--- src/accPkg.sv ---
`default_nettype none

package accPkg;

    // data path and instruction word width
    // ALU codes and instruction fields are laid out for 16 bits
    localparam int wordWidth = 16;

    // instruction class in bits 15 to 12
    typedef enum logic [3:0] {
        opNop,
        opLoad,
        opStore,
        opAlu,
        opJump,
        opJumpZero,
        opHalt
    } instrOpT;

    // ALU operation in bits 11 to 8
    // only read by opAlu
    typedef enum logic [3:0] {
        aluAdd,
        aluSub,
        aluMul,
        aluDiv,
        aluShl,
        aluShr,
        aluRol,
        aluRor,
        aluAnd,
        aluOr,
        aluXor,
        aluNor,
        aluNand,
        aluXnor,
        aluGreater,
        aluEqual
    } aluOpT;

    // core sequencer states
    typedef enum logic [2:0] {
        stIdle,
        stFetch,
        stFetchWait,
        stDecode,
        stOperand,
        stOperandWait,
        stExecute
    } seqStateT;

endpackage

`default_nettype wire

--- src/aluUnit.sv ---
`timescale 1ns/10ps
`default_nettype none

// sixteen-operation combinational ALU
module aluUnit (
    input  accPkg::aluOpT                opcode,
    input  logic [accPkg::wordWidth-1:0] operandA,
    input  logic [accPkg::wordWidth-1:0] operandB,
    output logic [accPkg::wordWidth-1:0] result
);
    import accPkg::*;

    always_comb begin
        case (opcode)
            aluAdd:     result = operandA + operandB;
            aluSub:     result = operandA - operandB;
            // low half of the product only
            aluMul:     result = operandA * operandB;
            // divide by zero saturates to all ones
            aluDiv:     result = (operandB == '0) ? '1 : operandA / operandB;
            // single-bit shifts and rotates of A
            aluShl:     result = operandA << 1;
            aluShr:     result = operandA >> 1;
            aluRol:     result = {operandA[wordWidth-2:0], operandA[wordWidth-1]};
            aluRor:     result = {operandA[0], operandA[wordWidth-1:1]};
            // bitwise group
            aluAnd:     result = operandA & operandB;
            aluOr:      result = operandA | operandB;
            aluXor:     result = operandA ^ operandB;
            aluNor:     result = ~(operandA | operandB);
            aluNand:    result = ~(operandA & operandB);
            aluXnor:    result = ~(operandA ^ operandB);
            // compares give 1 or 0 in the low bit
            aluGreater: result = {{(wordWidth-1){1'b0}}, operandA > operandB};
            aluEqual:   result = {{(wordWidth-1){1'b0}}, operandA == operandB};
            default:    result = '0;
        endcase
    end

endmodule

`default_nettype wire

--- config.mk ---
export PLATFORM = sky130hd
export DESIGN_NAME = aluUnit
export DESIGN_NICKNAME = d
export VERILOG_FILES = /design/src/accPkg.sv /design/src/aluUnit.sv
export SDC_FILE = /design/constraint.sdc
export NUM_CORES = 1
export LEC_CHECK = 0
export BUFFER_PORTS_ARGS = -buffer_cell sky130_fd_sc_hd__buf_2
export CAP_MARGIN = 20
export CORE_MARGIN = 3
export CORE_UTILIZATION = 70
export DETAILED_ROUTE_END_ITERATION = 12
export PLACE_DENSITY = 0.89
export SLEW_MARGIN = 20
export SYNTH_ARGS = -nofsm -noshare
export SYNTH_HDL_FRONTEND = slang
export SYNTH_SLANG_ARGS = --single-unit
--- constraint.sdc ---
create_clock -name vclk -period 74.8
set_clock_uncertainty 0.2 [all_clocks]
set_input_delay 7.48 -clock vclk [all_inputs]
set_output_delay 7.48 -clock vclk [all_outputs]
set_load 0.03 [all_outputs]
; Word-level counts from Yosys, hierarchy flattened
; Cells that the tools add are included.
[totals]
inputBits = 36
ff_bits = 0
out_inout_bits = 16
elab_cells = 31
[op_classes]
multipliers = 1
eq_ne = 16
reduce_logical = 2
n_bitwise = 6
add_sub_neg = 2
n_div = 1
n_mux = 2
n_lt_le_gt_ge = 1
[op_table]
columns = op, count
row1 = 16-bit one-hot mux with 16 select lines, 1
row2 = 16-bit NOT, 3
row3 = 4-bit == test (second input constant), 8
row4 = 16-bit adder, 1
row5 = 16-bit bitwise AND, 1
row6 = 16-bit by 16-bit divider with 16-bit output, 1
row7 = 16-bit == test, 1
row8 = 4-bit by 3-bit == test with 1-bit output (second input constant), 4
row9 = 16-bit > comparator, 1
row10 = 16-bit zero test, 1
row11 = 16-bit by 16-bit multiplier with 16-bit output, 1
row12 = 16-bit two-way mux, 1
row13 = 16-bit OR, 1
row14 = 16-bit subtractor, 1
row15 = 16-bit XOR, 1
row16 = 4-bit by 2-bit == test with 1-bit output (second input constant), 2
row17 = 4-bit by 1-bit == test with 1-bit output (second input constant), 1
row18 = 4-bit zero test, 1

; Depth between registers and ports, before layout
[logic_depth]
ltp_word = 3
mapped_depth = 132
mapped_depth_nobuf = 122

; Worst setup path before layout
; No wires, ideal clock.
[synth_timing]
kind = input -> output
from = input port operandB[0] (netlist bit)
to = output port result[0] (netlist bit)
t_arrival_ns = 33.673
required_time_ns = 67.120
stages = 115
setup_slack_ns = 33.447
n_path_buf = 9
path_cell_list = clkbuf_1 clkinv_1 ha_1 a31oi_1 a31oi_1 ha_1 o21a_1 o21ai_0 or4_1 o21ai_0 ha_1 a21oi_1 nand2_1 mux2i_1 o22ai_1 ha_1 o21ai_0 a21oi_1 (+79 left out) o21ai_0 a21o_1 ha_1 a21oi_1 nand2_1 o41ai_1 o21ai_0 a311oi_1 o21bai_1 a41oi_1 buf_2 mux2_2 ha_1 a21o_1 a21oi_1 a21oi_1 or4_1 o32a_1
[synth_via]
elab_chain_len = 3
word_cells_on_any_way = 15
classes_between = add/sub: 2 / mul: 1 / div: 1 / order compare: 1 / eq/ne: 1 / mux: 2 / bitwise: 6 / reduce/logical: 1
[synth_lines]
columns = item, line
row1 = from (decl), aluUnit.sv:8  ; input logic [accPkg::wordWidth-1:0] operandB,
row2 = 16-bit by 16-bit divider with 16-bit output (tied with other cells), aluUnit.sv:20  ; aluDiv: result = (operandB == '0) ? '1 : operandA / operandB;
row3 = 16-bit two-way mux (tied with other cells), aluUnit.sv:20
row4 = 16-bit one-hot mux with 16 select lines *, aluUnit.sv:14  ; case (opcode)
row5 = to (decl), aluUnit.sv:9  ; output logic [accPkg::wordWidth-1:0] result
; Every way passes the cells marked *; elsewhere a longest branch is shown, timed or not.

; Final worst setup path
; Ends and elaborated chain as after synthesis.

==> results.json <==
{
  "drcViolationCount": 0,
  "post-route-worst-setup-slack_ns": 28.46,
  "timing.setup.tns_ns": 0,
  "dr.first_iter.drc_count": 2125,
  "finalWirelength_um": 50200,
  "die_area_sq_um": 21400,
  "netlist_instances": 1918,
  "ys_warn_count": 0,
  "finalCritPeriodShare_pct": 62.0,
  "grt_max_degree": 75,
  "arrival_ns": 38.66,
  "first_pass_grt_wire_length_um": 78000,
  "syn_area_sq_um": 13800,
  "crit_fanout": 20,
  "vias": 15100,
  "power_leakage_uw": 0.00672,
  "sequential_cell_area_sq_um": 0,
  "final_replace_weighted_congestion": 1.07,
  "crit_path_start_kind": "primary input",
  "drt_first_pass_iters": 8,
  "min-delay-start": "operandA[13]",
  "final_nets": 2246,
  "totalPowerFinal_uw": 269,
  "worstSetupEndpointType": "output port",
  "worst_hold_path_type": "in -> out",
  "routedWlPerCell_um": 23.3,
  "grt_remaining_overflow": 0,
  "number_of_global_route_vias_before_repair": 14500,
  "seq_total_area_yosys_pct": 0,
  "rsz0062_at_grt": "no",
  "insertedDiodeCount": 0,
  "criticalPathCategory": "in -> out",
  "floorplan.rows": 50,
  "numSequentialCells": 0,
  "worst_ir_drop_vdd_v": 0.0000362,
  "worstSetupStartpoint": "operandB[0]",
  "dp_worst_setup_slack_ns": 29.26,
  "clock_buffer_count": 0,
  "tightestPinTransition_ns": 1.04,
  "grt_util_all_layers_pct": 45.0,
  "antenna_found_initial": 0,
  "min_period_ns": 46.34,
  "number_of_routed_nets_with_antenna_violations": 0,
  "cts.repair.resized": 0,
  "synth_cell_type_count": 90,
  "drv_cap": 0,
  "ctsHoldBuffers": 0,
  "die_width_um": 146,
  "max_clock_freq_mhz": 21.6,
  "timing.critical_path.slowest_stage_cell": "a41oi_2",
  "required_ns": 67.12,
  "cp_common_cell": "ha_1",
  "drt-vias-per-instance": 7.04,
  "maxSlewHeadroom_pct": 30.6,
  "report.final.setup_viol": 0,
  "avgSynthCellArea_sq_um": 7.18,
  "final_hold_viol_count": 0,
  "cpPeakStageDelay_ns": 0.88,
  "drv_slew": 0,
  "port_buffers": 52,
  "status": "completed",
  "layout.cells.most_common": "ha_1",
  "layout_common_cells": "ha_1 (236), nor2_1 (205), nand2_1 (187)",
  "detailed_place_hpwl_um": 38300,
  "ioPinCount": 52,
  "drive_gt1_share_pct": 6.77,
  "die_y_um": 146,
  "synth.net_count": 2272,
  "start_util_pct": 72.4,
  "core_area_sq_um": 19000,
  "layout_area_growth_over_synthesis_pct": 2.53,
  "post_cts_setup_repair_bufs": 0,
  "power_per_cell_area_nw_per_um2": 19.0
}
## cell families (layout without fill, tap and decap cells)
group	after synthesis	in the layout	share of synthesized area, %
simple gates	617	617	20.6
compound gates	535	535	26.3
fa+ha+maj	318	318	33.3
buf+inv	266	238	7.43
xor+xnor	127	127	8.07
mux	55	55	4.28
## worst paths after layout
| path | end | depth (start not counted) |
|---|---|---|
| setup / recovery | result[0] | 111 |
| hold / removal | result[14] | 6 |
## area by class of cell
| cell class | count | area (sq um) |
|---|---|---|
| fillers | 1545 | 4890 |
| inverters | 172 | 646 |
| multi-input cells | 1652 | 12800 |
| well taps | 260 | 325 |
| repair buffers | 66 | 365 |
## synth_stat cells, drive strengths merged, types with 10 or more instances
| library cell | instances | area [sq um] |
|---|---|---|
| ha | 236 | 2950 |
| nor2 | 205 | 769 |
| nand2 | 189 | 719 |
| inv | 166 | 623 |
| a21oi | 147 | 736 |
| o21ai | 89 | 449 |
| xnor2 | 88 | 771 |
| fa | 82 | 1640 |
| clkbuf | 80 | 300 |
| nor3 | 56 | 280 |
| xor2 | 39 | 342 |
| o21a | 35 | 263 |
| a21o | 31 | 235 |
| nand3 | 31 | 155 |
| mux2i | 30 | 300 |
| a211oi | 28 | 210 |
| mux2 | 25 | 289 |
| or3 | 22 | 138 |
| nand2b | 21 | 131 |
| o22ai | 19 | 119 |
| o211ai | 18 | 140 |
| a31oi | 17 | 128 |
| o21bai | 16 | 124 |
| nor4 | 15 | 93.8 |
| buf | 14 | 77.6 |
| and2 | 12 | 76.3 |
| nor2b | 12 | 75.1 |
| and3 | 11 | 68.8 |
| or4 | 11 | 86.3 |
| a211o | 10 | 87.6 |
| o221ai | 10 | 87.6 |
| or2 | 10 | 62.6 |
## metrics by stage
stage | hold WS, ns | instance area (sq um) | std cells | util, %
detailed placement | 15.64 | 14100 | 2150 | 74.2
global route | 15.68 | 14100 | 2150 | 74.3
finish | 15.67 | 14100 | 2150 | 74.3
global placement | 15.63 | 14100 | 2150 | 74.2
CTS | 15.64 | 14100 | 2150 | 74.2
floorplan | 15.22 | 13800 | 1918 | -
## where the power goes
part	total, uW	internal [uW]	switching (uW)
Clock	0	0	0
Sequential	0	0	0
Combinational	269	107	161
Total	269	107	161
## routing by layer
| layer | wire length, um | vias to the layer above | part of all wire, % | track usage [%] |
|---|---|---|---|---|
| met1 | 18300 | 6891 | 36 | 58.7 |
| met5 | 0 | - | 0 | 1.14 |
| met4 | 3370 | 0 | 6.7 | 22.9 |
| met2 | 20500 | 1170 | 41 | 67.5 |
| li1 | - | 6791 | - | - |
| met3 | 8010 | 289 | 16 | 13.3 |
## critical path: cells and delay by family
kind	cells	cell delay (ns)
adders and majority gates	16	4.88
and+or+nand+nor	26	7.01
muxes	4	1.10
buffers and inverters	5	1.31
AOI/OAI and AO/OA	60	16.86
(Power assumes the default switching activity.)
