**config.mk**
```make
export PLATFORM = sky130hd
export DESIGN_NAME = accCore_flat
export DESIGN_NICKNAME = d
export VERILOG_FILES = /design/src/accPkg.sv /design/src/memBus.sv /design/src/accCore.sv /design/src/flat_wrapper.sv
export SDC_FILE = /design/constraint.sdc
export NUM_CORES = 1
export LEC_CHECK = 0
export ABC_AREA = 1
export BUFFER_PORTS_ARGS = -buffer_cell sky130_fd_sc_hd__buf_2
export CORE_UTILIZATION = 53
export CTS_CLUSTER_SIZE = 24
export DETAILED_ROUTE_END_ITERATION = 8
export MAX_ROUTING_LAYER = met4
export PLACE_DENSITY = 0.81
export SLEW_MARGIN = 20
export SYNTH_ARGS = -nofsm -noshare
export SYNTH_HDL_FRONTEND = slang
export SYNTH_SLANG_ARGS = --single-unit
```
**constraint.sdc**
```tcl
create_clock -name clock -period 1.5 [get_ports clock]
set_input_delay 0.3 -clock clock [delete_from_list [all_inputs] [get_ports clock]]
set_output_delay 0.3 -clock clock [all_outputs]
set_load 0.02 [all_outputs]
```
**src/accPkg.sv**
```systemverilog
`default_nettype none

package accPkg;

    // data path and instruction word width
    // ALU codes and instruction fields are laid out for 16 bits
    localparam int wordWidth = 16;

    // instruction class in bits 15 to 12
    typedef enum logic [3:0] {
        opNop,
        opLoad,
        opStore,
        opAlu,
        opJump,
        opJumpZero,
        opHalt
    } instrOpT;

    // ALU operation in bits 11 to 8
    // only read by opAlu
    typedef enum logic [3:0] {
        aluAdd,
        aluSub,
        aluMul,
        aluDiv,
        aluShl,
        aluShr,
        aluRol,
        aluRor,
        aluAnd,
        aluOr,
        aluXor,
        aluNor,
        aluNand,
        aluXnor,
        aluGreater,
        aluEqual
    } aluOpT;

    // core sequencer states
    typedef enum logic [2:0] {
        stIdle,
        stFetch,
        stFetchWait,
        stDecode,
        stOperand,
        stOperandWait,
        stExecute
    } seqStateT;

endpackage

`default_nettype wire

```
**src/memBus.sv**
```systemverilog
`timescale 1ns/10ps
`default_nettype none

// one requester's path to main memory
// sel and fields are held until grant is seen high
interface memBus #(
    parameter int addrWidth = 8
);
    import accPkg::*;

    logic                 sel;
    logic                 write;
    logic [addrWidth-1:0] addr;
    logic [wordWidth-1:0] wdata;
    // read data is valid the cycle after a granted read
    logic [wordWidth-1:0] rdata;
    logic                 grant;

    modport master (
        output sel, write, addr, wdata,
        input  rdata, grant
    );

    modport arbiter (
        input  sel, write, addr, wdata,
        output rdata, grant
    );

endinterface

`default_nettype wire

```
**src/accCore.sv**
```systemverilog
`timescale 1ns/10ps
`default_nettype none

// accumulator processor
// fetch, decode, then operand access for memory-class instructions
module accCore #(
    parameter int addrWidth = 8
) (
    input  logic                         clock,
    input  logic                         rstN,
    input  logic                         start,
    input  logic [accPkg::wordWidth-1:0] aluResult,
    memBus.master                        mem,
    output accPkg::aluOpT                aluOp,
    output logic [accPkg::wordWidth-1:0] aluA,
    output logic [accPkg::wordWidth-1:0] aluB,
    output logic                         busy
);
    import accPkg::*;

    // architectural registers
    logic [wordWidth-1:0] acc;
    logic [addrWidth-1:0] pc;
    logic [wordWidth-1:0] ir;
    // address and buffer registers facing memory
    logic [addrWidth-1:0] mar;
    logic [wordWidth-1:0] mbr;
    seqStateT             state;

    // instruction fields
    instrOpT              irOp;
    logic [addrWidth-1:0] irAddr;

    assign irOp   = instrOpT'(ir[15:12]);
    // address field is 8 bits and addrWidth never exceeds it
    assign irAddr = ir[addrWidth-1:0];

    // ALU always sees acc against the buffered operand
    assign aluOp = aluOpT'(ir[11:8]);
    assign aluA  = acc;
    assign aluB  = mbr;

    assign busy = (state != stIdle);

    // request only in the two access states
    assign mem.sel   = (state == stFetch) || (state == stOperand);
    assign mem.write = (state == stOperand) && (irOp == opStore);
    assign mem.addr  = mar;
    assign mem.wdata = mbr;

    always_ff @(posedge clock) begin
        if (!rstN) begin
            state <= stIdle;
            acc   <= '0;
            pc    <= '0;
            ir    <= '0;
            mar   <= '0;
            mbr   <= '0;
        end else begin
            case (state)
                stIdle: begin
                    // program always starts at word zero
                    if (start) begin
                        pc    <= '0;
                        mar   <= '0;
                        state <= stFetch;
                    end
                end
                stFetch: begin
                    // wait here while the host holds memory
                    if (mem.grant) begin
                        pc    <= pc + addrWidth'(1);
                        state <= stFetchWait;
                    end
                end
                stFetchWait: begin
                    ir    <= mem.rdata;
                    state <= stDecode;
                end
                stDecode: begin
                    // next fetch from pc unless redirected below
                    mar   <= pc;
                    state <= stFetch;
                    case (irOp)
                        opLoad, opAlu: begin
                            mar   <= irAddr;
                            state <= stOperand;
                        end
                        opStore: begin
                            mar   <= irAddr;
                            mbr   <= acc;
                            state <= stOperand;
                        end
                        opJump: begin
                            pc  <= irAddr;
                            mar <= irAddr;
                        end
                        opJumpZero: begin
                            // zero test straight off the accumulator
                            if (acc == '0) begin
                                pc  <= irAddr;
                                mar <= irAddr;
                            end
                        end
                        opHalt: begin
                            state <= stIdle;
                        end
                        // nop and unused codes just move on
                        default: begin
                        end
                    endcase
                end
                stOperand: begin
                    // store data is written at this grant edge
                    if (mem.grant) begin
                        state <= stOperandWait;
                    end
                end
                stOperandWait: begin
                    if (irOp != opStore) begin
                        mbr <= mem.rdata;
                    end
                    state <= stExecute;
                end
                stExecute: begin
                    if (irOp == opLoad) begin
                        acc <= mbr;
                    end else if (irOp == opAlu) begin
                        acc <= aluResult;
                    end
                    mar   <= pc;
                    state <= stFetch;
                end
                default: begin
                    state <= stIdle;
                end
            endcase
        end
    end

endmodule

`default_nettype wire

```
**src/flat_wrapper.sv**
```systemverilog
// flat-port wrapper written by rule: the top's interface ports become plain ports
module accCore_flat import accPkg::*;
#(
    parameter int addrWidth = 8
)
  (clock, rstN, start, aluResult, aluOp, aluA, aluB, busy, mem_sel, mem_write, mem_addr, mem_wdata, mem_rdata, mem_grant);
  memBus #(.addrWidth(addrWidth)) mem_i ();
  input  logic clock;
  input  logic rstN;
  input  logic start;
  input  logic [accPkg::wordWidth-1:0] aluResult;
  output accPkg::aluOpT aluOp;
  output logic [accPkg::wordWidth-1:0] aluA;
  output logic [accPkg::wordWidth-1:0] aluB;
  output logic busy;
  output wire logic [$bits(mem_i.sel)-1:0] mem_sel;
  output wire logic [$bits(mem_i.write)-1:0] mem_write;
  output wire logic [$bits(mem_i.addr)-1:0] mem_addr;
  output wire logic [$bits(mem_i.wdata)-1:0] mem_wdata;
  input wire logic [$bits(mem_i.rdata)-1:0] mem_rdata;
  input wire logic [$bits(mem_i.grant)-1:0] mem_grant;
  assign mem_sel = mem_i.sel;
  assign mem_write = mem_i.write;
  assign mem_addr = mem_i.addr;
  assign mem_wdata = mem_i.wdata;
  assign mem_i.rdata = mem_rdata;
  assign mem_i.grant = mem_grant;
  accCore #(.addrWidth(addrWidth)) u_core (.clock(clock), .rstN(rstN), .start(start), .aluResult(aluResult), .mem(mem_i), .aluOp(aluOp), .aluA(aluA), .aluB(aluB), .busy(busy));
endmodule
```
# Word level (Yosys, flattened, before mapping)
# Cells that the tools add are included.
# Widths: inputs -> output; s select.
[word_totals]
register_bits = 67
inputBits = 36
out_inout_bits = 63
wordCells = 59
[classes]
addsub = 1
n_eq_ne = 19
mux = 17
reduce_logical = 16
[ops]
columns = ["cell", "count"]
rows = [
  ["$mux 16", 4],
  ["$pmux 8 s3", 2],
  ["$pmux 16 s2", 1],
  ["$pmux 8 s2", 2],
  ["$mux 8", 3],
  ["$pmux 3 s7", 1],
  ["$logic_not 16->1", 1],
  ["$eq 4x3->1 const B", 3],
  ["$eq 3x3->1 const B", 3],
  ["$mux 3", 3],
  ["$reduce_bool 3->1", 3],
  ["$add 8x1->8 const B", 1],
  ["$eq 4x2->1 const B", 2],
  ["$eq 3x2->1 const B", 2],
  ["$ne 2x2->1 const B", 3],
  ["$pmux 3 s2", 1],
  ["$reduce_and 3->1", 2],
  ["$eq 4x1->1 const B", 1],
  ["$ne 2x1->1 const B", 2],
  ["$ne 4x2->1 const B", 1],
  ["$reduce_and 2->1", 2],
  ["$reduce_and 4->1", 1],
  ["$reduce_bool 2->1", 2],
  ["$reduce_or 4->1", 1],
  ["other kinds (6)", 6],
]

# Longest topological paths before layout
# Gate-level depths: netlist of the first run.
[depth]
depth_word = 4
mapped_depth = 11
mapped_depth_nobuf = 11

# Worst setup path before layout of the first run
# No wires, ideal clock.
[synth_path]
kind = "reg2reg"
start = "register u_core.state[2]"
end = "register u_core.pc[4]"
setup_ns = 0.119
t_arrival_ns = 1.344
t_required_ns = 1.381
path_slack_ns = 0.037
stages_incl_launch_ff = 9
path_buffers = 1
synth_period_minus_slack_ns = 1.463
cell_sequence = "dfxtp_1 -> inv_4 -> nand3_2 -> or2_4 -> nand3_1 -> nor2_2 -> buf_6 -> o21ai_0 -> a21oi_1"
[synth_via]
elab_chain_len = 3
word_cells_on_any_way = 9
classes_between = "eq/ne (5); mux (1); reduce/logical (3)"
[synth_lines]
columns = ["element", "line", "text"]
rows = [
  ["from (decl)", "accCore.sv:28", "seqStateT state;"],
  ["from (signal assigned)", "accCore.sv:53", "state <= stIdle;"],
  ["from (signal assigned)", "accCore.sv:66", "state <= stFetch;"],
  ["from (signal assigned)", "accCore.sv:73", "state <= stFetchWait;"],
  ["$eq 3x2->1 (tied with other cells)", "accCore.sv:60", "case (state)"],
  ["$ne 3x2->1 (no source line) (tied with other cells)", "n/a", ""],
  ["$reduce_and 4->1 (no source line)", "n/a", ""],
  ["to (signal assigned)", "accCore.sv:72", "pc <= pc + addrWidth'(1);"],
  ["to (signal assigned)", "accCore.sv:95", "pc <= irAddr;"],
  ["to (signal assigned)", "accCore.sv:101", "pc <= irAddr;"],
  ["to (decl)", "accCore.sv:23", "logic [addrWidth-1:0] pc;"],
]
# Parallel ways exist; a longest one is shown, timed or not.
# A chain may end at the register's enable or synchronous reset.

# Worst setup path after layout of the first run
[layout_path]
start = "register u_core.state[2]"
end = "output port mem_write"
[layout_via]
elab_chain_len = 2
[layout_lines]
columns = ["element", "line", "text"]
rows = [
  ["$eq 3x3->1", "accCore.sv:47", "assign mem.write = (state == stOperand) && (irOp == opStore);"],
  ["$logic_and 1x1->1", "accCore.sv:47", ""],
  ["to (decl)", "flat_wrapper.sv:17", "output wire logic [$bits(mem_i.write)-1:0] mem_write;"],
]
# No other way between the ends.

==> flow_summary.yaml, run 1 <==
run_status:
  status: "complete, but fails checks"
  violations: "negative setup slack"
cells_and_area:
  final_area_mm2: 0.00497
  seq_area_mm2: 0.00136
  final_util_pct: 77.0
  finalNonFillerCells: 746
  n_antenna_cell: 0
  drive_gt1_share_pct: 36.0
  fillers: 432
  finalNetCount: 701
  multi_input_area_mm2: 0.00196
  synthToLayoutAreaGrowth_pct: 37.3
detailed_routing:
  vias: 4244
  ant_nets: 0
  via_per_inst: 5.69
  drt_iter0_drc: 570
  dr.pass1.iters: 7
  route.detailed.drc: 0
  wl_per_cell_um: 15.3
  routed_wl_mm: 11.4
clocking:
  clk_pin_slew_ps: 70
  insertion_delay_ps: 360
  cts_root_buf: "clkbuf_8"
  h-tree-depth: 3
  cts_tree: "done"
  clock-sinks: 67
  numCtsBuffers: 9
  clock_path_buffers: 2
  cts_hold_buf: 0
floorplanning:
  initial_utilization_pct: 56.1
  die_h_um: 84.7
  die_area_mm2: 0.00717
  design.portCount: 99
  die_w_um: 84.7
  design.core.area_mm2: 0.00646
  rows: 29
power_and_ir_drop:
  p_leak_uw: 0.00235
  powerDensity_mw_per_mm2: 1110
  clockPowerShare_pct: 32.3
  p_sw_uw: 1840
  p_int_uw: 3670
  comb_power_share_pct: 29.5
  power_uw: 5500
  p_sw_share_pct: 33.4
  seq_power_share_pct: 38.2
  irDropWorstVdd_mv: 0.654
sta:
  fin_skew_ps: 13.7
  rsz0062_at_grt: "true"
  fin_crit_sh_pct: 106
  setup_ws_ps: -85.8
  period_minus_slack_ps: 1590
  finalHoldViolCount: 0
  slew_headroom_pct: 78.8
  max_freq_mhz: 631
  final-setup-viol-count: 8
  final-max-slew-violation-count: 0
  tightest_slew_ps: 314
worst_hold_path:
  worstHoldPathCells: 3
  hold_class: "in2reg"
  worstHoldStart: "mem_rdata[2]"
worst_setup_path:
  worst-setup-path-type: "reg2out"
  crit_fanout: 5
  cp-end-kind: "output port"
  start_kind: "flop"
  required_ps: 1200
  r2r-start: "u_core.ir[12]"
  reg2reg_depth: 8
  cp.arrival_ps: 1290
  startpoint: "u_core.state[2]"
place:
  dp.cells: 718
  dpl_cell_area_mm2: 0.00439
  routabilityCongestion: 0.923
  port_buffers: 98
  hpwl_mm: 7.52
global_route:
  grt_pass1_vias: 3524
  antenna_found_initial: 0
  grt_usage_pct: 30.6
  grt_max_degree: 34
  grt_pass1_wl_mm: 17.0
  overflow: 0
synthesis:
  yosys.cell_types.count: 32
  syn_inst: 533
  synth_fp_nets: 570
  synth.avg_cell_area_um2: 6.80
  seq_area_frac_synth_pct: 37.0
  ys_warn_count: 0
  syn_area_mm2: 0.00362
  synth_seq_cells: 67
job:
  maxCapViolations: 0
-- worst max-delay path: stages (launching register included) --
cell and delay (ps):
dfxtp_2 350, inv_4 60, nor3_4 210, inv_2 70
nor2_2 130, buf_6 130
-- state kept, by name, indices dropped and copies added (netlist names) --
register	cells
u_core.pc	8
u_core.aluA	16
u_core.mem.addr	8
u_core.state	3
u_core.ir	16
u_core.aluB	16
-- cell usage after synthesis --
| cell type | instances | area share [%] |
|---|---|---|
| nand2_4 | 2 | 0.62 |
| o221ai_1 | 3 | 0.73 |
| inv_1 | 41 | 4.2 |
| nand3_1 | 27 | 3.7 |
| xor2_1 | 1 | 0.24 |
| nand2_2 | 1 | 0.17 |
| a21oi_4 | 1 | 0.45 |
| buf_6 | 4 | 1.2 |
| nand3_2 | 1 | 0.28 |
| nor2_4 | 3 | 0.93 |
| clkbuf_1 | 14 | 1.5 |
| o21ai_1 | 15 | 2.1 |
| o21bai_1 | 1 | 0.21 |
| inv_4 | 1 | 0.17 |
| inv_2 | 7 | 0.73 |
| nor2_2 | 5 | 0.86 |
| a21oi_1 | 68 | 9.4 |
| o21ai_4 | 1 | 0.45 |
| o21ai_2 | 1 | 0.24 |
| nand2_1 | 111 | 11 |
| dfxtp_1 | 67 | 37 |
| nor2_8 | 1 | 0.55 |
| o21ai_0 | 64 | 8.8 |
| or2_4 | 1 | 0.24 |
| a211oi_1 | 1 | 0.21 |
| a31oi_1 | 16 | 2.8 |
| buf_2 | 6 | 0.83 |
| buf_4 | 20 | 4.1 |
| ha_1 | 1 | 0.35 |
| nor2_1 | 43 | 4.5 |
| nor3_1 | 4 | 0.55 |
| o31ai_2 | 1 | 0.35 |
-- through the flow --
stage	setup TNS (ps)	hold WS [ps]	setup WS (ps)
CTS	-129	219	-77.3
floorplan	0	424	36.6
global placement	-698	428	-110
detailed placement	-645	437	-89.9
global route	-1620	222	-140
finish	-251	225	-85.8
-- cell usage in the layout (no fill, tap or decap), types with 13 or more instances in the layout --
cell type  Yosys  final
buf_2          6     95
o21ai_1       15     28
inv_1         41     38
dfxtp_1       67     59
nor2_1        43     40
buf_4         20     48
nand2_1      111    109
buf_6          4     13
nand3_1       27     22
a21oi_1       68     56
a31oi_1       16     16
o21ai_0       64     50
-- power by group through the flow --
stage	Sequential (µW)	Clock, µW	Combinational (µW)
2_1_floorplan	2200	0	829
3_3_place_gp	2100	0	1350
3_5_place_dp	2110	0	1360
4_1_cts	2080	1780	1420
5_1_grt	2120	1850	1740
6_report	2100	1780	1620
-- layer usage --
metal | wire (µm) | global-route usage, %
met3 | 1050 | 4.62
met1 | 4610 | 40.3
met4 | 363 | 10.2
met5 | 0 | -
met2 | 5410 | 48.3
-- worst paths after layout --
kind | endpoint | slack, ps
setup / recovery | mem_write | -90
hold / removal | u_core.aluB[2] | 230
setup reg to reg | u_core.mem.addr[6] | -40
hold reg to reg | u_core.ir[10] | 460
-- area by class of cell --
type | instances | share of cell area (%)
tap | 77 | 1.94
inverter | 49 | 3.90
clock inverter | 3 | 1.38
clock buffer | 13 | 3.40
timing repair buffer | 163 | 22.7
multi-input combinational | 374 | 39.5
sequential | 67 | 27.3
-- cells by family (layout without fill, tap and decap cells) --
group / after synthesis / count (layout) / share of synthesized area (%)
buf+inv: 93 / 228 / 12.8
simple gates: 199 / 200 / 23.9
xor+xnor: 1 / 1 / 0.242
compound gates: 172 / 172 / 25.7
fa+ha+maj: 1 / 1 / 0.345
flops: 67 / 67 / 37.0
-- repair_timing --
item / CTS / global route
buffers inserted: 4 / 6
cloned: 0 / 2
endpoints found under the setup margin: 12 / 53
pin swaps: 6 / 16
gates resized for setup: 21 / 60
No activity file was read; power rests on OpenSTA's default activity.
==> run 2, diff against run 1 <==
Settings changed: CORE_UTILIZATION 53 to 57, PLACE_DENSITY 0.81 to 0.86.
Clock period 1.5 ns to 2.02 ns, I/O delays scaled along.
==> flow_summary.yaml, run 2 (same netlist as run 1, synthesis figures left out) <==
worst_setup_path:
  timing.rr.end: "u_core.aluB[8]"
  slowest_stage: "dfxtp_1"
  cp_slowest_stage_delay_ps: 490
  cp.arrival_ps: 1550
  crit_fanout: 6
  required_ps: 1620
  start_kind: "flop"
  path_cells: "inv_2 -> nand2_4 -> nor2_4 -> inv_1 -> nand2_1 -> buf_2"
  reg2reg_depth: 8
  cp-end-kind: "output port"
  worst-setup-path-type: "reg2out"
  r2r-start: "u_core.state[2]"
  r2r_slack_ps: 240
power_and_ir_drop:
  p_leak_uw: 0.00200
  powerDensity_mw_per_mm2: 874
  irDropWorstVdd_mv: 0.590
worst_hold_path:
  worstHoldStart: "mem_rdata[9]"
  worstHoldPathCells: 3
  min_to: "u_core.aluB[9]"
  hold_class: "in2reg"
sta:
  holdWs_ps: 321
  fin_skew_ps: 11.0
  tightest_slew_ps: 646
  final-max-slew-violation-count: 0
  setup_ws_ps: 62.6
  finalHoldViolCount: 0
  period_minus_slack_ps: 1960
  slew_headroom_pct: 56.7
  final-setup-viol-count: 0
  max_freq_mhz: 511
  tns_ps: 0
  fin_crit_sh_pct: 96.9
  rsz0062_at_grt: "false"
run_status:
  status: "finished, final reports clean"
cells_and_area:
  final_area_mm2: 0.00426
  final_common_cell: "nand2_1"
  n_antenna_cell: 0
  finalNetCount: 648
  final_cell_mix: "nand2_1, buf_2, a21oi_1"
  synthToLayoutAreaGrowth_pct: 17.6
  drive_gt1_share_pct: 24.7
detailed_routing:
  ant_nets: 0
  routed_wl_mm: 9.90
  vias: 3843
  wl_per_cell_um: 14.3
  drt_iter0_drc: 379
  dr.pass1.iters: 5
  via_per_inst: 5.57
  route.detailed.drc: 0
floorplanning:
  rows: 28
  design.core.area_mm2: 0.00603
  design.portCount: 99
  die_area_mm2: 0.00668
  die_h_um: 81.7
  die_w_um: 81.7
  initial_utilization_pct: 60.1
clocking:
  insertion_delay_ps: 350
  clk_pin_slew_ps: 80
  cts_hold_buf: 0
  numCtsBuffers: 9
  clock_path_buffers: 2
  clock-sinks: 67
  cts_root_buf: "clkbuf_8"
  cts_tree: "done"
  h-tree-depth: 3
place:
  port_buffers: 98
  dpl_cell_area_mm2: 0.00403
  hpwl_mm: 7.26
  dpl_worst_slack_ps: 277
  routabilityCongestion: 0.921
global_route:
  grt_max_degree: 34
  grt_pass1_wl_mm: 16.1
  grt_pass1_vias: 3439
  overflow: 0
  grt_usage_pct: 32.8
  antenna_found_initial: 0
job:
  maxCapViolations: 0
## run 2: changes by cell type in the layout (fill, tap and decap cells not counted), sizes merged
cell / previous run / this run
buf: 162 / 111
clkbuf: 14 / 11
clkinvlp: 0 / 2
clkinv: 1 / 0
nor2: 53 / 52
## run 2: layer usage
metal / up-vias / part of all wire [%] / global-route usage, %
met3: 25 / 6.6 / 4.33
met4: 0 / 2.1 / 13.9
met2: 165 / 49 / 52.8
li1: 1906 / - / -
met1: 1747 / 43 / 41.2
met5: - / 0 / -
## run 2: stage by stage
step | util, % | total power (µW) | std cells
final | 70.7 | 3720 | 690
after global routing | 70.7 | 3910 | 690
after CTS | 70.5 | 3710 | 689
after detailed placement | 66.9 | 2480 | 674
after global placement | 66.9 | 2450 | 674
after floorplan | - | 2250 | 533
## run 2: what timing repair did
action                     4_1_cts  5_1_grt
resized for setup                0        1
setup endpoints to repair        0        2
setup buffers                    0        1
## run 2: worst max-delay path by stage
stage,start,slack (ps),endpoint
finish,u_core.state[1],60,mem_sel
global route,u_core.state[1],2,mem_sel
CTS,u_core.state[1],60,mem_sel
detailed placement,u_core.state[2],280,u_core.aluB[8]
global placement,u_core.state[1],350,u_core.pc[1]
floorplan,u_core.state[2],560,u_core.pc[4]
## run 2: power breakdown
group	internal [µW]	switching (µW)
sequential	1440	105
clock	723	533
combinational	313	610
total	2480	1250
## run 2: worst max-delay path: cells and delay by family, from the launching register on
kind                   cells  cell delay, ps
buffers and inverters      3             430
DFF                        1             490
and+or+nand+nor            3             290
## run 2: layout make-up
| class | instances | area [µm²] |
|---|---|---|
| inverters | 49 | 186 |
| clock inverters | 4 | 75.1 |
| fillers | 530 | 1760 |
| flip-flops and latches | 67 | 1340 |
| clock buffers | 11 | 141 |
| multi-input cells | 373 | 1820 |
| well taps | 75 | 93.8 |
| repair buffers | 111 | 601 |
