### config.mk
export PLATFORM = sky130hd
export DESIGN_NAME = memArbiter_flat
export DESIGN_NICKNAME = d
export VERILOG_FILES = /design/src/accPkg.sv /design/src/memBus.sv /design/src/memArbiter.sv /design/src/flat_wrapper.sv
export SDC_FILE = /design/constraint.sdc
export NUM_CORES = 1
export LEC_CHECK = 0
export BUFFER_PORTS_ARGS = -buffer_cell sky130_fd_sc_hd__buf_2
export CORE_UTILIZATION = 23
export CTS_CLUSTER_SIZE = 10
export DETAILED_ROUTE_END_ITERATION = 7
export PLACE_DENSITY = 0.78
export SYNTH_ARGS = -nofsm -noshare
export SYNTH_HDL_FRONTEND = slang
export SYNTH_SLANG_ARGS = --single-unit
### constraint.sdc
create_clock -name clock -period 0.8 [get_ports clock]
set_input_delay 0.04 -clock clock [delete_from_list [all_inputs] [get_ports clock]]
set_output_delay 0.04 -clock clock [all_outputs]
set_load 0.01 [all_outputs]
### src/accPkg.sv
`default_nettype none

package accPkg;

    // data path and instruction word width
    // ALU codes and instruction fields are laid out for 16 bits
    localparam int wordWidth = 16;

    // instruction class in bits 15 to 12
    typedef enum logic [3:0] {
        opNop,
        opLoad,
        opStore,
        opAlu,
        opJump,
        opJumpZero,
        opHalt
    } instrOpT;

    // ALU operation in bits 11 to 8
    // only read by opAlu
    typedef enum logic [3:0] {
        aluAdd,
        aluSub,
        aluMul,
        aluDiv,
        aluShl,
        aluShr,
        aluRol,
        aluRor,
        aluAnd,
        aluOr,
        aluXor,
        aluNor,
        aluNand,
        aluXnor,
        aluGreater,
        aluEqual
    } aluOpT;

    // core sequencer states
    typedef enum logic [2:0] {
        stIdle,
        stFetch,
        stFetchWait,
        stDecode,
        stOperand,
        stOperandWait,
        stExecute
    } seqStateT;

endpackage

`default_nettype wire

### src/memBus.sv
`timescale 1ns/10ps
`default_nettype none

// one requester's path to main memory
// sel and fields are held until grant is seen high
interface memBus #(
    parameter int addrWidth = 8
);
    import accPkg::*;

    logic                 sel;
    logic                 write;
    logic [addrWidth-1:0] addr;
    logic [wordWidth-1:0] wdata;
    // read data is valid the cycle after a granted read
    logic [wordWidth-1:0] rdata;
    logic                 grant;

    modport master (
        output sel, write, addr, wdata,
        input  rdata, grant
    );

    modport arbiter (
        input  sel, write, addr, wdata,
        output rdata, grant
    );

endinterface

`default_nettype wire

### src/memArbiter.sv
`timescale 1ns/10ps
`default_nettype none

// host-first arbiter onto the single memory port
module memArbiter #(
    parameter int addrWidth = 8
) (
    input  logic                         clock,
    memBus.arbiter                       hostBus,
    memBus.arbiter                       coreBus,
    output logic [addrWidth-1:0]         memAddr,
    output logic                         memWrite,
    output logic [accPkg::wordWidth-1:0] memWdata,
    input  logic [accPkg::wordWidth-1:0] memRdata
);

    // which side owns the data now on memRdata
    logic hostReadQ;
    logic coreReadQ;

    // host always wins
    assign hostBus.grant = hostBus.sel;
    // core only when host is quiet
    assign coreBus.grant = coreBus.sel && !hostBus.sel;

    // winner's request onto the memory
    assign memAddr  = hostBus.sel ? hostBus.addr : coreBus.addr;
    assign memWdata = hostBus.sel ? hostBus.wdata : coreBus.wdata;
    assign memWrite = hostBus.sel ? hostBus.write : (coreBus.grant && coreBus.write);

    // tag the read issued this cycle
    always_ff @(posedge clock) begin
        hostReadQ <= hostBus.grant && !hostBus.write;
        coreReadQ <= coreBus.grant && !coreBus.write;
    end

    // memory output reaches only the side that read it
    // the other side sees zero
    assign hostBus.rdata = hostReadQ ? memRdata : '0;
    assign coreBus.rdata = coreReadQ ? memRdata : '0;

endmodule

`default_nettype wire

### src/flat_wrapper.sv
// flat-port wrapper written by rule: the top's interface ports become plain ports
module memArbiter_flat 
#(
    parameter int addrWidth = 8
)
  (clock, memAddr, memWrite, memWdata, memRdata, hostBus_sel, hostBus_write, hostBus_addr, hostBus_wdata, hostBus_rdata, hostBus_grant, coreBus_sel, coreBus_write, coreBus_addr, coreBus_wdata, coreBus_rdata, coreBus_grant);
  memBus #(.addrWidth(addrWidth)) hostBus_i ();
  memBus #(.addrWidth(addrWidth)) coreBus_i ();
  input  logic clock;
  output logic [addrWidth-1:0] memAddr;
  output logic memWrite;
  output logic [accPkg::wordWidth-1:0] memWdata;
  input  logic [accPkg::wordWidth-1:0] memRdata;
  input wire logic [$bits(hostBus_i.sel)-1:0] hostBus_sel;
  input wire logic [$bits(hostBus_i.write)-1:0] hostBus_write;
  input wire logic [$bits(hostBus_i.addr)-1:0] hostBus_addr;
  input wire logic [$bits(hostBus_i.wdata)-1:0] hostBus_wdata;
  output wire logic [$bits(hostBus_i.rdata)-1:0] hostBus_rdata;
  output wire logic [$bits(hostBus_i.grant)-1:0] hostBus_grant;
  input wire logic [$bits(coreBus_i.sel)-1:0] coreBus_sel;
  input wire logic [$bits(coreBus_i.write)-1:0] coreBus_write;
  input wire logic [$bits(coreBus_i.addr)-1:0] coreBus_addr;
  input wire logic [$bits(coreBus_i.wdata)-1:0] coreBus_wdata;
  output wire logic [$bits(coreBus_i.rdata)-1:0] coreBus_rdata;
  output wire logic [$bits(coreBus_i.grant)-1:0] coreBus_grant;
  assign hostBus_i.sel = hostBus_sel;
  assign hostBus_i.write = hostBus_write;
  assign hostBus_i.addr = hostBus_addr;
  assign hostBus_i.wdata = hostBus_wdata;
  assign hostBus_rdata = hostBus_i.rdata;
  assign hostBus_grant = hostBus_i.grant;
  assign coreBus_i.sel = coreBus_sel;
  assign coreBus_i.write = coreBus_write;
  assign coreBus_i.addr = coreBus_addr;
  assign coreBus_i.wdata = coreBus_wdata;
  assign coreBus_rdata = coreBus_i.rdata;
  assign coreBus_grant = coreBus_i.grant;
  memArbiter #(.addrWidth(addrWidth)) u_core (.clock(clock), .hostBus(hostBus_i), .coreBus(coreBus_i), .memAddr(memAddr), .memWrite(memWrite), .memWdata(memWdata), .memRdata(memRdata));
endmodule
### Yosys cells after proc, flatten, opt, wreduce, memory -nomap -nowiden

Cells that the tools add are included.

* flip-flop bits (word level): 2
* bits of input ports: 69
* output and inout bits: 59
* logic and storage cells: 14

* mux-type cells: 5
* reduce and logical (&&, ||, !) cells: 7

Operators by type and width (number)
* 2-to-1 mux 16 bit: 3
* 2-to-1 mux 8 bit: 1
* logical AND 1 bit: 4
* zero test 1 bit: 3
* 2-to-1 mux 1 bit: 1

### Depth between registers and ports, before layout

Gate-level depths: netlist of the first run.

* depth in word-level cells: 4
* mapped depth: 3
* mapped depth without buffers: 2

### Least setup slack after synthesis of the first run

Ideal clock, no wire load.

* path type: reg-to-output
* from: register u_core.coreReadQ
* to: output coreBus_rdata[15]
* data arrival time: 0.746 ns
* path slack: 0.014 ns
* stages on the path, launching flop included: 3
* path buffers: 1
* cell sequence: dfxtp_1 > clkbuf_1 > and2_1

* longest elaborated chain between the ends: 1

RTL lines
* from (decl): line memArbiter.sv:19 `logic coreReadQ;`
* from (signal assigned): line memArbiter.sv:34 `coreReadQ <= coreBus.grant && !coreBus.write;`
* 2-to-1 mux 16 bit: line memArbiter.sv:40 `assign coreBus.rdata = coreReadQ ? memRdata : '0;`
* to (decl): line flat_wrapper.sv:24 `output wire logic [$bits(coreBus_i.rdata)-1:0] coreBus_rdata;`

No other way between the ends.

### Final worst setup path of the first run

* from: register u_core.coreReadQ
* to: output coreBus_rdata[2]

Same word-level chain as after synthesis.

==> results.py, run 1 <==
metrics = {
    "power": {
        "p_seq_share_pct": 10.6,
        "internal_power_w": 0.000750,
        "power.switching_w": 0.000350,
        "switching_share_pct": 31.8,
        "power.density_nw_per_um2": 721,
        "leakage_nw": 0.945,
        "finalPower_w": 0.00110,
        "combPwrFrac_pct": 69.7,
        "clkPwrFrac_pct": 19.7,
        "ir_worst_vdd_uv": 544,
    },
    "route": {
        "wl_per_cell_um": 12.2,
        "dr.pass1.iters": 2,
        "viasPerCell": 4.25,
        "initialDrtViolationCount": 14,
        "drc": 0,
        "ant_nets": 0,
        "vias": 982,
        "totalWireLength_um": 2820,
    },
    "placed_design": {
        "portBuffers": 127,
        "hpwl_um": 2430,
        "dpl_cell_area_um2": 1320,
        "place_congestion": 0.765,
    },
    "yosys": {
        "netlist_area_um2": 654,
        "synthFlopType": "dfxtp_1",
        "synth_edf_count": 0,
        "yosys_warnings": 0,
        "yosysSeqAreaShare_pct": 6.12,
        "yosys_register_bits": 2,
        "syn-num-nets": 137,
        "synthCells": 68,
        "synth.area.top_cells": "mux2_4, and2_1, mux2_2, dfxtp_1, buf_6",
        "async_reset_ff_share_pct": 0,
        "yosysTopAreaCellShare_pct": 41.3,
        "synth_largest_area_cell": "mux2_4",
        "ys_top_cells_by_count": "and2_1, mux2_4, mux2_2",
        "syn_area_per_cell_um2": 9.62,
        "netlist-cell-type-count": 9,
        "synth_most_common_cell": "and2_1",
    },
    "timing": {
        "tightest_slew_ns": 0.124,
        "drv_slew": 0,
        "relSlewSlack_pct": 91.7,
        "fin_crit_ns": 0.922,
        "fin_hold_ws_ns": 0.197,
        "rsz0062_at_grt": "yes",
        "final_hold_viol_count": 0,
        "post-route-period-util_pct": 115,
        "setup_ws_ns": -0.122,
        "setup_violations": 32,
        "fmax_ghz": 1.09,
    },
    "setup_path": {
        "path_buf_inv": 1,
        "critPathMaxFanout": 16,
        "cp_cell_sequence": "and2_1 > buf_2",
        "cpPeakStageDelay_ns": 0.37,
        "crit_slowest_cell": "dfxtp_4",
        "critical_path_class": "register to primary output",
        "end_kind": "primary output",
        "required_ns": 0.76,
        "cp.depth": 2,
        "crit_arrival_ns": 0.88,
        "cp-start-kind": "register",
        "critPathTopFamily": "flip-flops",
    },
    "layout": {
        "drive_gt1_share_pct": 82.1,
        "diodes": 0,
        "areaGrowthSynthToFinish_pct": 133,
        "nets": 272,
        "finalInstanceArea_um2": 1530,
    },
    "grt": {
        "grt-busiest-layer": "met2",
        "grt_util_all_layers_pct": 17.9,
        "grt_use_met2_pct": 37.7,
        "grtUsageMet3_pct": 5.39,
        "grt_max_degree": 17,
        "grt_remaining_overflow": 0,
        "grt_antenna_before_repair": 0,
        "grt_pass1_wl_um": 4360,
        "met1_usage_pct": 15.4,
        "grt_pass1_vias": 958,
    },
    "die": {
        "die_w_um": 55.3,
        "io_pins": 128,
        "core-area_um2": 2590,
        "dieArea_um2": 3060,
        "placementRows": 18,
        "initial_core_util_pct": 25.3,
        "die_h_um": 55.3,
    },
    "status": {
        "violations": "negative setup slack",
        "status": "finished with violations",
    },
    "clocking": {
        "cts.clk_slew.worst_paths_ns": 0.03,
        "clock-sinks": 2,
        "cts_max_level": 1,
        "cts.root.buffer_cell": "clkbuf_4",
        "cts_made_buffers": 3,
        "clk_path_buf_depth": 2,
        "cts_tree": "yes",
    },
    "worst_hold_path": {
        "worst_hold_path.num_cells": 3,
        "min_path_type": "input port to register",
    },
    "run": {
        "max-cap-violations": 0,
    },
}
==> power groups by stage <==
stage / combinational [W] / clock (W) / sequential [W]
2_1_floorplan: 0.000338 / 0 / 0.000111
6_report: 0.000767 / 0.000217 / 0.000116
4_1_cts: 0.000738 / 0.000227 / 0.000117
3_5_place_dp: 0.000664 / 0 / 0.000122
5_1_grt: 0.000817 / 0.000248 / 0.000120
3_3_place_gp: 0.000648 / 0 / 0.000121
==> final cells by class <==
type	instances	area, µm²
timing repair buffer	136	847
tap	30	37.5
multi-input combinational	60	571
clock buffer	3	22.5
sequential	2	47.5
fill	237	1060
==> cells by family after synthesis <==
logic type | Yosys count | synth area share, %
flops | 2 | 6.12
compound gates | 1 | 1.34
buf+inv | 6 | 7.46
simple gates | 35 | 33.5
mux | 24 | 51.6
==> registers in the layout, summed over array words and instances (netlist names) <==
register / cells
u_core.hostReadQ: 1
u_core.coreReadQ: 1
==> per-stage QoR <==
step / setup slack, ns / std cells / TNS, ns / utilization, %
after floorplan: 0.0143 / 68 / 0 / -
after global placement: -0.0817 / 223 / -2.81 / 51.0
after detailed placement: -0.102 / 223 / -3.37 / 51.0
after CTS: -0.140 / 230 / -3.99 / 56.8
after global routing: -0.204 / 231 / -5.47 / 58.9
final: -0.122 / 231 / -3.49 / 58.9
==> worst paths after layout <==
check	start	end
hold / removal	hostBus_sel	u_core.hostReadQ
setup / recovery	u_core.coreReadQ	coreBus_rdata[2]
==> what timing repair did <==
action                                  4_1_cts  5_1_grt
endpoints found under the hold margin         2        0
cloned                                        2        1
endpoints found under the setup margin       55       35
gates resized for setup                      16        6
buffers inserted                              0        0
hold buffers                                  2        0
==> tightest hold or removal path, cell delays in order <==
cell and delay (ns):
buf_12 0.12, buf_6 0.11, nor2b_1 0.11
==> cells in the final DEF (no fill, tap or decap), drive strengths merged <==
cell type | synthesis | routed
a22o | 1 | 1
and2 | 32 | 32
buf | 4 | 133
clkbuf | 2 | 4
dfxtp | 2 | 2
dlygate4sd3 | 0 | 2
mux2 | 24 | 24
nor2b | 3 | 3
==> layer usage <==
layer,wire length [µm],up-vias
li1,-,495
met1,883,411
met2,1600,74
met3,325,2
met4,14,0
met5,0,-
(Power assumes the default switching activity.)
==> run 2: changes to the inputs <==
--- a/config.mk
+++ b/config.mk
@@ -5,11 +5,13 @@
 export SDC_FILE = /design/constraint.sdc
 export NUM_CORES = 1
 export LEC_CHECK = 0
-export BUFFER_PORTS_ARGS = -buffer_cell sky130_fd_sc_hd__buf_2
-export CORE_UTILIZATION = 23
+export ABC_CLOCK_PERIOD_IN_PS = 800
+export CORE_AREA = 2 2 49 51
 export CTS_CLUSTER_SIZE = 10
 export DETAILED_ROUTE_END_ITERATION = 7
-export PLACE_DENSITY = 0.78
+export DIE_AREA = 0 0 51 53
+export DONT_BUFFER_PORTS = 1
+export PLACE_DENSITY = 0.45
 export SYNTH_ARGS = -nofsm -noshare
 export SYNTH_HDL_FRONTEND = slang
 export SYNTH_SLANG_ARGS = --single-unit
==> results.py, run 2 (synthesis gave the netlist of run 1 again) <==
metrics = {
    "power": {
        "finalPower_w": 0.000675,
        "power.density_nw_per_um2": 909,
        "ir_worst_vdd_uv": 384,
        "leakage_nw": 0.345,
    },
    "route": {
        "drc": 0,
        "vias": 531,
        "totalWireLength_um": 1690,
        "dr.pass1.iters": 2,
        "wl_per_cell_um": 17.5,
        "viasPerCell": 5.47,
        "ant_nets": 0,
        "initialDrtViolationCount": 3,
    },
    "setup_path": {
        "required_ns": 0.76,
        "critPathMaxFanout": 16,
        "path_buf_inv": 0,
        "cp-start-kind": "register",
        "cpPeakStageDelay_ns": 0.41,
        "crit_slowest_cell": "dfxtp_4",
        "critical_path_class": "register to primary output",
        "end_kind": "primary output",
        "cp_cell_sequence": "and2_1",
        "critPathTopFamily": "flip-flops",
        "crit_arrival_ns": 0.83,
    },
    "grt": {
        "grt_util_all_layers_pct": 9.27,
        "grt_antenna_before_repair": 0,
        "grt_remaining_overflow": 0,
        "grt_max_degree": 29,
        "grt_pass1_wl_um": 1850,
        "grt_pass1_vias": 412,
    },
    "clocking": {
        "cts_tree": "yes",
        "cts_max_level": 1,
        "clock-sinks": 2,
        "cts_made_buffers": 3,
        "clk_path_buf_depth": 2,
        "cts.clk_slew.worst_paths_ns": 0.03,
        "postCtsSetupBuffers": 0,
        "cts.root.buffer_cell": "clkbuf_4",
    },
    "die": {
        "placementRows": 17,
        "initial_core_util_pct": 30.5,
        "io_pins": 128,
        "dieArea_um2": 2700,
        "core-area_um2": 2150,
        "die_w_um": 51,
        "die_h_um": 53,
    },
    "timing": {
        "fin_crit_ns": 0.866,
        "rsz0062_at_grt": "yes",
        "setup_ws_ns": -0.0655,
        "setup_violations": 32,
        "fmax_ghz": 1.16,
        "final_hold_viol_count": 0,
        "tightest_slew_ns": 0.225,
        "drv_slew": 0,
        "post-route-period-util_pct": 108,
        "relSlewSlack_pct": 85.0,
    },
    "worst_hold_path": {
        "min_path_type": "input port to register",
    },
    "layout": {
        "areaGrowthSynthToFinish_pct": 13.6,
        "register_area_um2": 47.5,
        "fin_util_pct": 34.6,
        "multiInputGateArea_um2": 601,
        "diodes": 0,
        "final_cell_mix": "mux2_4, and2_1, and2_4",
        "drive_gt1_share_pct": 63.8,
        "fill_cells": 220,
        "stdcell_count": 97,
        "nets": 140,
        "reg.largest.list": "u_core.coreReadQ (1), u_core.hostReadQ (1)",
    },
    "placed_design": {
        "portBuffers": 0,
        "dpl_worst_slack_ns": -0.0167,
        "dp_cells": 91,
        "place_congestion": 0.695,
    },
    "status": {
        "status": "finished with violations",
        "violations": "negative setup slack",
    },
    "run": {
        "max-cap-violations": 0,
    },
}
## run 2: cell types whose count changed in the layout (fill, tap and decap cells not counted), moves of 2 or more
cell	delta
and2_1	-13
buf_16	-2
and2_4	+13
buf_2	-118
buf_6	-9
buf_12	-2
## run 2: final timing paths
| check | start | end | slack, ns | cells past startpoint |
|---|---|---|---|---|
| setup / recovery | u_core.hostReadQ | hostBus_rdata[12] | -0.07 | 1 |
| hold / removal | hostBus_sel | u_core.coreReadQ | 0.04 | 2 |
## run 2: repair_timing
action                                  4_1_cts  5_1_grt
cloned                                        0        0
hold endpoints to repair                      2        0
resized for setup                             9        9
endpoints found under the setup margin       32       32
hold buffers                                  3        0
pin swaps                                     0        0
## run 2: metal layers
metal,track usage (%),share of wire (%)
met5,0,0
met4,4.05,0
met3,2.26,15
met2,19.9,58
met1,7.77,27
## run 2: area by class of cell
type	count	share of cell area (%)
multi-input cells	60	80.8
repair buffers	4	5.05
flip-flops and latches	2	6.40
well taps	28	4.71
clock buffers	3	3.03
## run 2: report_power, final
part | total, W | switching, W | internal (W)
clock | 0.000221 | 0.0000557 | 0.000165
combinational | 0.000337 | 0.000138 | 0.000198
sequential | 0.000118 | 0.0000153 | 0.000102
## run 2: stage by stage
step,hold WS [ns],cell area [µm²],TNS (ns)
final,0.0393,743,-1.62
after global routing,0.0391,743,-2.99
after CTS,0.0316,721,-2.00
after detailed placement,0.0809,648,-0.138
after global placement,0.0810,648,0
after floorplan,0.112,654,0
==> run 3: changes to the inputs <==
--- a/config.mk
+++ b/config.mk
@@ -7,11 +7,13 @@
 export LEC_CHECK = 0
 export ABC_CLOCK_PERIOD_IN_PS = 800
 export CORE_AREA = 2 2 49 51
+export CTS_BUF_LIST = sky130_fd_sc_hd__clkbuf_8
 export CTS_CLUSTER_SIZE = 10
 export DETAILED_ROUTE_END_ITERATION = 7
 export DIE_AREA = 0 0 51 53
 export DONT_BUFFER_PORTS = 1
 export PLACE_DENSITY = 0.45
+export SKIP_LAST_GASP = 1
 export SYNTH_ARGS = -nofsm -noshare
 export SYNTH_HDL_FRONTEND = slang
 export SYNTH_SLANG_ARGS = --single-unit
==> results.py, run 3 (synthesis gave the netlist of run 1 again) <==
metrics = {
    "layout": {
        "stdcell_count": 97,
        "reg.largest.list": "u_core.coreReadQ (1), u_core.hostReadQ (1)",
        "final_cell_mix": "and2_4, mux2_4, and2_1",
        "nets": 140,
        "fin_util_pct": 36.3,
        "finalInstanceArea_um2": 779,
        "areaGrowthSynthToFinish_pct": 19.1,
        "drive_gt1_share_pct": 73.9,
        "final_common_cell": "and2_4",
        "diodes": 0,
    },
    "timing": {
        "tightest_slew_ns": 0.225,
        "relSlewSlack_pct": 85.0,
        "setup_violations": 32,
        "final_hold_viol_count": 0,
        "fmax_ghz": 1.16,
        "fin_crit_ns": 0.863,
        "post-route-period-util_pct": 108,
        "drv_slew": 0,
        "setup_ws_ns": -0.0625,
        "rsz0062_at_grt": "yes",
    },
    "route": {
        "wl_per_cell_um": 17.9,
        "drc": 0,
        "totalWireLength_um": 1740,
        "dr.pass1.iters": 2,
        "vias": 538,
        "initialDrtViolationCount": 2,
        "viasPerCell": 5.55,
        "ant_nets": 0,
    },
    "grt": {
        "grt_pass1_vias": 404,
        "grt_util_all_layers_pct": 9.27,
        "grt_pass1_wl_um": 1840,
        "grt_antenna_before_repair": 0,
        "grt_max_degree": 29,
        "grt_remaining_overflow": 0,
    },
    "status": {
        "violations": "negative setup slack",
        "status": "finished with violations",
    },
    "setup_path": {
        "cpPeakStageDelay_ns": 0.41,
        "end_kind": "primary output",
        "critPathTopFamily": "flip-flops",
        "cp-start-kind": "register",
        "cp-startpoint": "u_core.hostReadQ",
        "required_ns": 0.76,
        "crit_arrival_ns": 0.82,
        "cp.depth": 1,
        "cp_cell_sequence": "and2_1",
        "path_buf_inv": 0,
        "critPathMaxFanout": 16,
        "crit_slowest_cell": "dfxtp_4",
        "critical_path_class": "register to primary output",
        "crit_end": "hostBus_rdata[13]",
    },
    "clocking": {
        "cts_made_buffers": 3,
        "cts.clk_slew.worst_paths_ns": 0.03,
        "clock-sinks": 2,
        "postCtsSetupBuffers": 0,
        "cts.root.buffer_cell": "clkbuf_8",
        "cts_max_level": 1,
        "clk_path_buf_depth": 2,
        "cts_tree": "yes",
    },
    "run": {
        "max-cap-violations": 0,
    },
    "die": {
        "io_pins": 128,
        "die_w_um": 51,
        "dieArea_um2": 2700,
        "die_h_um": 53,
        "initial_core_util_pct": 30.5,
        "core-area_um2": 2150,
        "placementRows": 17,
    },
    "power": {
        "finalPower_w": 0.000851,
        "leakage_nw": 0.363,
        "ir_worst_vdd_uv": 571,
        "power.density_nw_per_um2": 1090,
    },
    "placed_design": {
        "dpl_cell_area_um2": 648,
        "place_congestion": 0.695,
        "dp_cells": 91,
        "dpl_worst_slack_ns": -0.0167,
        "portBuffers": 0,
    },
    "worst_hold_path": {
        "worst_hold_path.num_cells": 2,
        "min_path_type": "input port to register",
    },
}
run 3: changes by cell type in the layout (fill, tap and decap cells not counted):
cell,before,now
clkbuf_4,3,0
and2_1,18,11
clkbuf_8,0,3
and2_4,14,21
run 3: cell type report:
class	count	area, µm²
clock buffers	3	41.3
fillers	217	1370
multi-input cells	60	618
flip-flops and latches	2	47.5
well taps	28	35.0
repair buffers	4	37.5
run 3: worst min path at each step:
stage	start	end
global placement	hostBus_sel	hostBus_grant
global route	hostBus_sel	u_core.coreReadQ
CTS	hostBus_sel	u_core.coreReadQ
floorplan	coreBus_write	u_core.coreReadQ
finish	hostBus_sel	u_core.coreReadQ
detailed placement	hostBus_sel	hostBus_grant
run 3: per-layer routing:
metal  share of wire, %  routed length, µm  global-route usage [%]  up-vias
li1                   -                  -                       -      227
met5                  0                  0                       0        -
met3                 15                260                    2.26        0
met4                  0                  0                    4.05        0
met1                 27                465                    7.77      235
met2                 58               1020                    19.9       76
run 3: report_power, final:
group | switching, W | leakage, nW | internal [W]
sequential | 0.0000172 | 0.0178 | 0.000103
clock | 0.0000697 | 0.0216 | 0.000317
combinational | 0.000138 | 0.324 | 0.000205
total | 0.000225 | 0.363 | 0.000625
run 3: through the flow:
stage	setup TNS, ns	hold slack (ns)
2_1_floorplan	0	0.112
3_3_place_gp	0	0.0810
3_5_place_dp	-0.138	0.0809
4_1_cts	-1.37	0.0505
5_1_grt	-2.37	0.0630
6_report	-1.42	0.0564
run 3: what timing repair did:
| action | CTS | global route |
|---|---|---|
| resized for setup | 9 | 16 |
| hold buffers | 3 | 0 |
| endpoints found under the setup margin | 32 | 32 |
| hold endpoints to repair | 2 | 0 |
